<file path="src/common/rv_pkg.sv">
package rv_pkg;

    localparam int XLEN = 32;

    typedef logic [XLEN-1:0] word_t;
    typedef logic [4:0]      reg_addr_t;

    // Major opcodes kept by this core
    typedef enum logic [6:0] {
        OP     = 7'b0110011,
        OP_IMM = 7'b0010011,
        LUI    = 7'b0110111,
        BRANCH = 7'b1100011,
        JAL    = 7'b1101111,
        JALR   = 7'b1100111
    } opcode_e;

    typedef enum logic [3:0] {
        ALU_ADD,
        ALU_SUB,
        ALU_AND,
        ALU_OR,
        ALU_XOR,
        ALU_SLT,
        ALU_SLTU,
        ALU_SLL,
        ALU_SRL,
        ALU_SRA,
        ALU_PASS_B,
        ALU_LINK
    } alu_op_e;

    typedef struct packed {
        word_t pc;
        word_t instr;
    } if_id_t;

    typedef struct packed {
        logic      valid;
        logic      rd_wren;
        logic      is_branch;
        logic      is_jal;
        logic      is_jalr;
        logic [2:0] funct3;
        alu_op_e   alu_op;
        logic      opb_imm;
        reg_addr_t rs1;
        reg_addr_t rs2;
        reg_addr_t rd;
        word_t     pc;
        word_t     rs1_data;
        word_t     rs2_data;
        word_t     imm;
    } id_ex_t;

    typedef struct packed {
        logic  taken;
        word_t target;
    } redirect_t;

    // Also serves as the writeback bus
    typedef struct packed {
        logic      valid;
        logic      rd_wren;
        reg_addr_t rd;
        word_t     pc;
        word_t     data;
    } retire_t;

endpackage

</file>
<file path="src/design/rv_fetch.sv">
`timescale 1ns/1ps

module rv_fetch #(
    parameter rv_pkg::word_t RESET_PC = '0
) (
    input  logic              clk_i,
    input  logic              rst_ni,
    input  rv_pkg::redirect_t redirect_i,
    input  rv_pkg::word_t     instr_i,
    output rv_pkg::word_t     fetch_pc_o,
    output rv_pkg::if_id_t    if_id_o
);

    rv_pkg::word_t  pc_q;
    rv_pkg::word_t  pc_next;
    rv_pkg::if_id_t if_id_q;

    // Static not-taken prediction that execute overrides
    assign pc_next = redirect_i.taken ? redirect_i.target : pc_q + 32'd4;

    always_ff @(posedge clk_i or negedge rst_ni) begin
        if (!rst_ni) begin
            pc_q <= RESET_PC;
        end else begin
            pc_q <= pc_next;
        end
    end

    // An all-zero word decodes as invalid, so clearing makes a bubble
    always_ff @(posedge clk_i or negedge rst_ni) begin
        if (!rst_ni) begin
            if_id_q <= '0;
        end else if (redirect_i.taken) begin
            if_id_q <= '0;
        end else begin
            if_id_q.pc    <= pc_q;
            if_id_q.instr <= instr_i;
        end
    end

    assign fetch_pc_o = pc_q;
    assign if_id_o    = if_id_q;

endmodule

</file>
<file path="src/decode/rv_regfile.sv">
`timescale 1ns/1ps

module rv_regfile (
    input  logic              clk_i,
    input  logic              rst_ni,
    input  rv_pkg::reg_addr_t rs1_addr_i,
    input  rv_pkg::reg_addr_t rs2_addr_i,
    input  rv_pkg::retire_t   wb_i,
    output rv_pkg::word_t     rs1_data_o,
    output rv_pkg::word_t     rs2_data_o
);

    // x0 has no storage
    rv_pkg::word_t regs_q [1:31];
    logic          wr_en;

    assign wr_en = wb_i.valid && wb_i.rd_wren && (wb_i.rd != '0);

    always_ff @(posedge clk_i or negedge rst_ni) begin
        if (!rst_ni) begin
            for (int i = 1; i < 32; i++) begin
                regs_q[i] <= '0;
            end
        end else if (wr_en) begin
            regs_q[wb_i.rd] <= wb_i.data;
        end
    end

    // Write-through covers a read in the same cycle as the write
    assign rs1_data_o = (rs1_addr_i == '0) ? '0 :
                        (wr_en && wb_i.rd == rs1_addr_i) ? wb_i.data : regs_q[rs1_addr_i];
    assign rs2_data_o = (rs2_addr_i == '0) ? '0 :
                        (wr_en && wb_i.rd == rs2_addr_i) ? wb_i.data : regs_q[rs2_addr_i];

endmodule

</file>
<file path="src/decode/rv_decoder.sv">
`timescale 1ns/1ps

module rv_decoder (
    input  logic              clk_i,
    input  logic              rst_ni,
    input  rv_pkg::if_id_t    if_id_i,
    input  rv_pkg::redirect_t redirect_i,
    input  rv_pkg::retire_t   wb_i,
    output rv_pkg::id_ex_t    id_ex_o
);

    rv_pkg::word_t   instr;
    rv_pkg::opcode_e opcode;
    logic [2:0]      funct3;
    logic [6:0]      funct7;
    rv_pkg::word_t   rs1_data;
    rv_pkg::word_t   rs2_data;
    rv_pkg::id_ex_t  id_ex_d;
    rv_pkg::id_ex_t  id_ex_q;

    // alt selects SUB or SRA
    function automatic rv_pkg::alu_op_e alu_sel(input logic [2:0] f3, input logic alt);
        rv_pkg::alu_op_e op;
        case (f3)
            3'b000:  op = alt ? rv_pkg::ALU_SUB : rv_pkg::ALU_ADD;
            3'b001:  op = rv_pkg::ALU_SLL;
            3'b010:  op = rv_pkg::ALU_SLT;
            3'b011:  op = rv_pkg::ALU_SLTU;
            3'b100:  op = rv_pkg::ALU_XOR;
            3'b101:  op = alt ? rv_pkg::ALU_SRA : rv_pkg::ALU_SRL;
            3'b110:  op = rv_pkg::ALU_OR;
            default: op = rv_pkg::ALU_AND;
        endcase
        return op;
    endfunction

    assign instr  = if_id_i.instr;
    assign opcode = rv_pkg::opcode_e'(instr[6:0]);
    assign funct3 = instr[14:12];
    assign funct7 = instr[31:25];

    rv_regfile u_rv_regfile (
        .clk_i      (clk_i),
        .rst_ni     (rst_ni),
        .rs1_addr_i (instr[19:15]),
        .rs2_addr_i (instr[24:20]),
        .wb_i       (wb_i),
        .rs1_data_o (rs1_data),
        .rs2_data_o (rs2_data)
    );

    always_comb begin
        id_ex_d          = '0;
        id_ex_d.funct3   = funct3;
        id_ex_d.alu_op   = rv_pkg::ALU_ADD;
        id_ex_d.rs1      = instr[19:15];
        id_ex_d.rs2      = instr[24:20];
        id_ex_d.rd       = instr[11:7];
        id_ex_d.pc       = if_id_i.pc;
        id_ex_d.rs1_data = rs1_data;
        id_ex_d.rs2_data = rs2_data;
        // I-type immediate unless overridden
        id_ex_d.imm      = {{20{instr[31]}}, instr[31:20]};

        case (opcode)
            rv_pkg::OP: begin
                id_ex_d.valid  = (funct7 == 7'b0000000) ||
                                 (funct7 == 7'b0100000 &&
                                  (funct3 == 3'b000 || funct3 == 3'b101));
                id_ex_d.alu_op = alu_sel(funct3, instr[30]);
            end
            rv_pkg::OP_IMM: begin
                // Shift immediates restrict funct7
                if (funct3 == 3'b001) begin
                    id_ex_d.valid = (funct7 == 7'b0000000);
                end else if (funct3 == 3'b101) begin
                    id_ex_d.valid = (funct7 == 7'b0000000) || (funct7 == 7'b0100000);
                end else begin
                    id_ex_d.valid = 1'b1;
                end
                id_ex_d.alu_op  = alu_sel(funct3, (funct3 == 3'b101) && instr[30]);
                id_ex_d.opb_imm = 1'b1;
            end
            rv_pkg::LUI: begin
                id_ex_d.valid   = 1'b1;
                id_ex_d.alu_op  = rv_pkg::ALU_PASS_B;
                id_ex_d.opb_imm = 1'b1;
                id_ex_d.imm     = {instr[31:12], 12'b0};
            end
            rv_pkg::BRANCH: begin
                // BEQ, BNE, BLT, BGE only
                id_ex_d.valid     = (funct3 == 3'b000) || (funct3 == 3'b001) ||
                                    (funct3 == 3'b100) || (funct3 == 3'b101);
                id_ex_d.is_branch = id_ex_d.valid;
                id_ex_d.imm       = {{19{instr[31]}}, instr[31], instr[7],
                                     instr[30:25], instr[11:8], 1'b0};
            end
            rv_pkg::JAL: begin
                id_ex_d.valid  = 1'b1;
                id_ex_d.is_jal = 1'b1;
                id_ex_d.alu_op = rv_pkg::ALU_LINK;
                id_ex_d.imm    = {{11{instr[31]}}, instr[31], instr[19:12],
                                  instr[20], instr[30:21], 1'b0};
            end
            rv_pkg::JALR: begin
                id_ex_d.valid   = (funct3 == 3'b000);
                id_ex_d.is_jalr = id_ex_d.valid;
                id_ex_d.alu_op  = rv_pkg::ALU_LINK;
            end
            default: id_ex_d.valid = 1'b0;
        endcase

        // Only branches lack a destination
        id_ex_d.rd_wren = id_ex_d.valid && (opcode != rv_pkg::BRANCH);
    end

    always_ff @(posedge clk_i or negedge rst_ni) begin
        if (!rst_ni) begin
            id_ex_q <= '0;
        end else if (redirect_i.taken) begin
            id_ex_q <= '0;
        end else begin
            id_ex_q <= id_ex_d;
        end
    end

    assign id_ex_o = id_ex_q;

endmodule

</file>
<file path="src/execute/rv_execute.sv">
`timescale 1ns/1ps

module rv_execute (
    input  logic              clk_i,
    input  logic              rst_ni,
    input  rv_pkg::id_ex_t    id_ex_i,
    output rv_pkg::redirect_t redirect_o,
    output rv_pkg::retire_t   retire_o
);

    rv_pkg::retire_t retire_q;
    rv_pkg::word_t   rs1_fwd;
    rv_pkg::word_t   rs2_fwd;
    rv_pkg::word_t   op_b;
    rv_pkg::word_t   alu_res;
    logic            br_cond;
    rv_pkg::word_t   jalr_sum;

    // The only producer one cycle ahead is the instruction in the retire register
    assign rs1_fwd = (retire_q.rd_wren && retire_q.rd == id_ex_i.rs1) ?
                     retire_q.data : id_ex_i.rs1_data;
    assign rs2_fwd = (retire_q.rd_wren && retire_q.rd == id_ex_i.rs2) ?
                     retire_q.data : id_ex_i.rs2_data;

    assign op_b = id_ex_i.opb_imm ? id_ex_i.imm : rs2_fwd;

    always_comb begin
        case (id_ex_i.alu_op)
            rv_pkg::ALU_ADD:    alu_res = rs1_fwd + op_b;
            rv_pkg::ALU_SUB:    alu_res = rs1_fwd - op_b;
            rv_pkg::ALU_AND:    alu_res = rs1_fwd & op_b;
            rv_pkg::ALU_OR:     alu_res = rs1_fwd | op_b;
            rv_pkg::ALU_XOR:    alu_res = rs1_fwd ^ op_b;
            rv_pkg::ALU_SLT:    alu_res = {31'b0, $signed(rs1_fwd) < $signed(op_b)};
            rv_pkg::ALU_SLTU:   alu_res = {31'b0, rs1_fwd < op_b};
            rv_pkg::ALU_SLL:    alu_res = rs1_fwd << op_b[4:0];
            rv_pkg::ALU_SRL:    alu_res = rs1_fwd >> op_b[4:0];
            rv_pkg::ALU_SRA:    alu_res = $signed(rs1_fwd) >>> op_b[4:0];
            rv_pkg::ALU_PASS_B: alu_res = op_b;
            default:            alu_res = id_ex_i.pc + 32'd4;
        endcase
    end

    // Branch conditions by funct3
    always_comb begin
        case (id_ex_i.funct3)
            3'b000:  br_cond = (rs1_fwd == rs2_fwd);
            3'b001:  br_cond = (rs1_fwd != rs2_fwd);
            3'b100:  br_cond = $signed(rs1_fwd) < $signed(rs2_fwd);
            3'b101:  br_cond = $signed(rs1_fwd) >= $signed(rs2_fwd);
            default: br_cond = 1'b0;
        endcase
    end

    assign jalr_sum = rs1_fwd + id_ex_i.imm;

    // Flags are already low for bubbles and invalid words
    assign redirect_o.taken  = (id_ex_i.is_branch && br_cond) || id_ex_i.is_jal ||
                               id_ex_i.is_jalr;
    assign redirect_o.target = id_ex_i.is_jalr ? {jalr_sum[31:1], 1'b0} :
                               id_ex_i.pc + id_ex_i.imm;

    always_ff @(posedge clk_i or negedge rst_ni) begin
        if (!rst_ni) begin
            retire_q <= '0;
        end else begin
            retire_q.valid   <= id_ex_i.valid;
            // Writes to x0 are dropped here
            retire_q.rd_wren <= id_ex_i.rd_wren && (id_ex_i.rd != '0);
            retire_q.rd      <= id_ex_i.rd;
            retire_q.pc      <= id_ex_i.pc;
            retire_q.data    <= alu_res;
        end
    end

    assign retire_o = retire_q;

endmodule

</file>
<file path="src/design/rv_core_top.sv">
`timescale 1ns/1ps

module rv_core_top #(
    parameter rv_pkg::word_t RESET_PC = '0
) (
    input  logic            clk_i,
    input  logic            rst_ni,
    input  rv_pkg::word_t   instr_i,
    output rv_pkg::word_t   fetch_pc_o,
    output rv_pkg::retire_t retire_o
);

    rv_pkg::if_id_t    if_id;
    rv_pkg::id_ex_t    id_ex;
    rv_pkg::redirect_t redirect;
    rv_pkg::retire_t   retire;

    rv_fetch #(
        .RESET_PC (RESET_PC)
    ) u_rv_fetch (
        .clk_i      (clk_i),
        .rst_ni     (rst_ni),
        .redirect_i (redirect),
        .instr_i    (instr_i),
        .fetch_pc_o (fetch_pc_o),
        .if_id_o    (if_id)
    );

    // Retire bus doubles as the register file write port
    rv_decoder u_rv_decoder (
        .clk_i      (clk_i),
        .rst_ni     (rst_ni),
        .if_id_i    (if_id),
        .redirect_i (redirect),
        .wb_i       (retire),
        .id_ex_o    (id_ex)
    );

    rv_execute u_rv_execute (
        .clk_i      (clk_i),
        .rst_ni     (rst_ni),
        .id_ex_i    (id_ex),
        .redirect_o (redirect),
        .retire_o   (retire)
    );

    assign retire_o = retire;

endmodule

</file>
<file path="config.mk">
export PLATFORM = sky130hd
export DESIGN_NAME = rv_core_top
export DESIGN_NICKNAME = d
export VERILOG_FILES = /design/src/common/rv_pkg.sv /design/src/design/rv_fetch.sv /design/src/decode/rv_regfile.sv /design/src/decode/rv_decoder.sv /design/src/execute/rv_execute.sv /design/src/design/rv_core_top.sv
export SDC_FILE = /design/constraint.sdc
export NUM_CORES = 2
export LEC_CHECK = 0
export ABC_AREA = 0
export BUFFER_PORTS_ARGS = -buffer_cell sky130_fd_sc_hd__buf_4
export CORE_ASPECT_RATIO = 0.75
export CORE_MARGIN = 8
export CORE_UTILIZATION = 64
export CTS_CLUSTER_DIAMETER = 200
export DETAILED_ROUTE_END_ITERATION = 16
export PLACE_DENSITY = 0.8
export REMOVE_ABC_BUFFERS = 1
export SYNTH_ARGS = -nofsm -noshare
export SYNTH_HDL_FRONTEND = slang
export SYNTH_SLANG_ARGS = --single-unit
</file>
<file path="constraint.sdc">
create_clock -name clk_i -period 5.88 [get_ports clk_i]
set_clock_uncertainty 0.15 [all_clocks]
set_input_delay 0.882 -clock clk_i [delete_from_list [all_inputs] [get_ports clk_i]]
set_output_delay 0.882 -clock clk_i [all_outputs]
set_load 0.02 [all_outputs]
</file>
==> results.toml <==
[outcome]
status = "finished, final reports clean"

[drt]
drt_iter0_drc = 10630
via_per_inst = 7.561
vias = 63260
postRouteAntennaNets = 0
detail_route.wl_per_cell_um = 36.69
dr.pass1.iters = 7
wl_mm = 307.0
route.detailed.drc = 0

[sta]
slew_headroom_pct = 13.23
tns_ps = 0
holdWs_ps = 174.3
tightest_slew_ps = 1302
setup_ws_ps = 99.60
finalSetupViolations = 0
period_needed_ps = 5780
max_freq_ghz = 0.1730
slew_violations = 0
finalCritPeriodShare_pct = 98.31
final-hold-violation-count = 0

[power_and_ir_drop]
switchingPower_mw = 6.526
power_per_cell_area_nw_per_um2 = 250.6
power_frac_comb_pct = 15.6
internal_power_mw = 15.40
seqPwrFrac_pct = 45.2
power.total_mw = 21.92
swShare_pct = 29.77
power.share.clock_pct = 39.2
power_leakage_nw = 40.35
vdd_drop_max_mv = 0.2923

[clock_network]
cts_max_path_buffers = 3
clock_latency_ps = 820
cts_buffers = 121
htreeDepth = 3
tritoncts = "yes"
cts_num_sinks = 1315
cts-root-buf = "clkbuf_16"
path_clk_slew_ps = 70

[min_path]
hold_path_class = "input port to register"

[die]
fp.coreArea_um2 = 123900
initial_core_util_pct = 64.16
ios = 137
fp.dieH_um = 321.2
die_x_um = 422.9
die_area_um2 = 135800
std_cell_rows = 112

[yosys]
avgSynthCellArea_um2 = 11.94
synth_cells = 6659
synth_area_um2 = 79480
ys_seq_area_share_pct = 41.40
synth_cell_types = 98
synth_edf_count = 0
synth_top_area_share_pct = 41.40
yosysMostFrequentCell = "dfrtp_1"
yosysTopAreaCell = "dfrtp_1"
yosysWarnings = 0
synth_seq_cells = 1315
synthFlopType = "dfrtp_1"
async_reset_ff_share_pct = 100.0
synthTopCellsByCount = "1315 x dfrtp_1, 936 x mux2_2, 578 x mux4_2, 482 x a21oi_1, 467 x clkbuf_1"
ys_top_cells_by_area = "dfrtp_1 41%, mux4_2 16%, mux2_2 13%"

[global_routing]
grt_pass1_vias = 61290
antenna_found_initial = 17
grt_pass1_wl_mm = 441.2
grt_usage_pct = 44.22
grt-ovfl-total = 0
grt_max_degree = 155

[worst_setup_path]
critPathKind = "register to register"
critPathArrivalTime_ps = 6250
cp-start-kind = "register"
required_ps = 6350
crit_path_end_kind = "register"
crit_fanout = 7

[flow_run]
maxCapViolations = 0

[final_layout]
syn_to_final_growth_pct = 10.06
fin_util_pct = 70.61
final_area_um2 = 87480
final_layout_size_suffix_gt1_share_pct = 33.92
nets = 6836
stdcell_count = 8367

[placed_design]
placed_area_um2 = 83040
gp_congestion = 1.083
dp_slack_ps = 86.77
dp.cells = 8127
dp_hpwl_mm = 205.7
io_buffers = 136
worst max-delay path: stages, from the launching register on:
cell and delay (ps):
dfrtp_1 390, buf_4 170, xnor2_1 200, nand4_2 270, nor2_4 340, mux2i_1 350, a21o_1 220, inv_1 80
ha_1 330, nor2b_1 140, o21a_1 190, o21ba_2 210, a2111oi_0 480, buf_4 230, o21a_1 290, o21bai_1 180
o21ai_0 330, xnor2_1 220, nor2_1 90, a2111oi_1 590, a22oi_1 140
metal layers:
metal / wire, um / vias up / global-route usage (%)
met3: 50490 / 876 / 21.31
met2: 121800 / 5091 / 57.96
li1: - / 24840 / -
met1: 121900 / 32440 / 64.16
met5: 238 / - / 0.9926
met4: 12580 / 12 / 14.97
final timing paths:
path,slack (ps),cells past startpoint,endpoint,from
worst max-delay path,100,20,u_rv_execute.retire_o[20],u_rv_execute.retire_o[68]
worst min-delay path,170,2,u_rv_fetch.if_id_o[9],instr_i[9]
worst max register to register,100,20,u_rv_execute.retire_o[20],u_rv_execute.retire_o[68]
worst min register to register,200,0,u_rv_execute.retire_o[70],u_rv_decoder.id_ex_o[155]
max in group asynchronous,3420,3,u_rv_fetch.if_id_o[23],rst_ni
min in group asynchronous,530,2,u_rv_decoder.u_rv_regfile.regs_q[148],rst_ni
power groups by stage:
stage | combinational (mW) | clock [mW] | sequential (mW)
3_3_place_gp | 3.24 | 0 | 10.0
6_report | 3.41 | 8.60 | 9.92
5_1_grt | 3.60 | 8.93 | 9.93
3_5_place_dp | 3.29 | 0 | 10.0
2_1_floorplan | 1.64 | 0 | 10.2
4_1_cts | 3.32 | 8.61 | 9.88
kinds of logic (layout without fill, tap and decap cells):
family                   count (synthesis)  in the layout  synth area share (%)
multiplexers                          1796           1796                 33.23
buffers and inverters                  735            786                 3.673
AO/OA/AOI/OAI                         1227           1227                 9.538
adder cells (fa/ha/maj)                196            196                 3.123
AND/OR/NAND/NOR                       1231           1231                 7.251
flip-flops                            1315           1315                 41.40
other                                    0              4                     0
XOR/XNOR                               159            159                 1.780
state kept, by name (all words and copies together) (netlist names):
register / flops
u_rv_fetch.fetch_pc_o: 32
u_rv_fetch.if_id_o: 64
u_rv_decoder.id_ex_o: 156
u_rv_execute.retire_o: 71
u_rv_decoder.u_rv_regfile.regs_q: 992
layout by cell type, fill, tap and decap left out, types with 13 or more instances in the layout:
master     count
nand3_1       91
clkbuf_8      33
nand2b_1      24
ha_1         192
o211ai_1      48
mux2i_1      274
clkbuf_1      15
a211oi_1      55
dfrtp_1     1303
o21bai_1      15
xnor2_1       95
and3_1       149
nor2b_1       30
nand2_1      332
nor2_1       374
clkbuf_16    121
a21o_1        43
xor2_1        60
mux4_2       578
a221oi_1      22
buf_4        398
a21oi_1      481
or3_1         18
o221ai_1      13
inv_1        115
a31oi_1       36
nor3_1        65
o21a_1        24
o22ai_1       18
a22oi_1       32
mux2_2       936
and2_1        19
buf_12        34
o21ai_0      255
nand4_1       28
o21ai_1       16
clkinv_2      24
nor2_4        15
final cells by class:
type / count / area [um^2]
Antenna cell: 4 / 10.01
Clock buffer: 169 / 3538
Clock inverter: 58 / 770.7
Fill cell: 8393 / 36400
Inverter: 124 / 467.9
Multi-Input combinational cell: 4609 / 43960
Sequential cell: 1315 / 32950
Tap cell: 1653 / 2068
Timing Repair Buffer: 435 / 3717
what timing repair did:
action	4_1_cts	5_1_grt
hold buffers	1	0
hold endpoints to repair	90	0
buffers inserted	0	8
setup endpoints to repair	0	123
gates resized for setup	0	9
(Power assumes the default switching activity.)
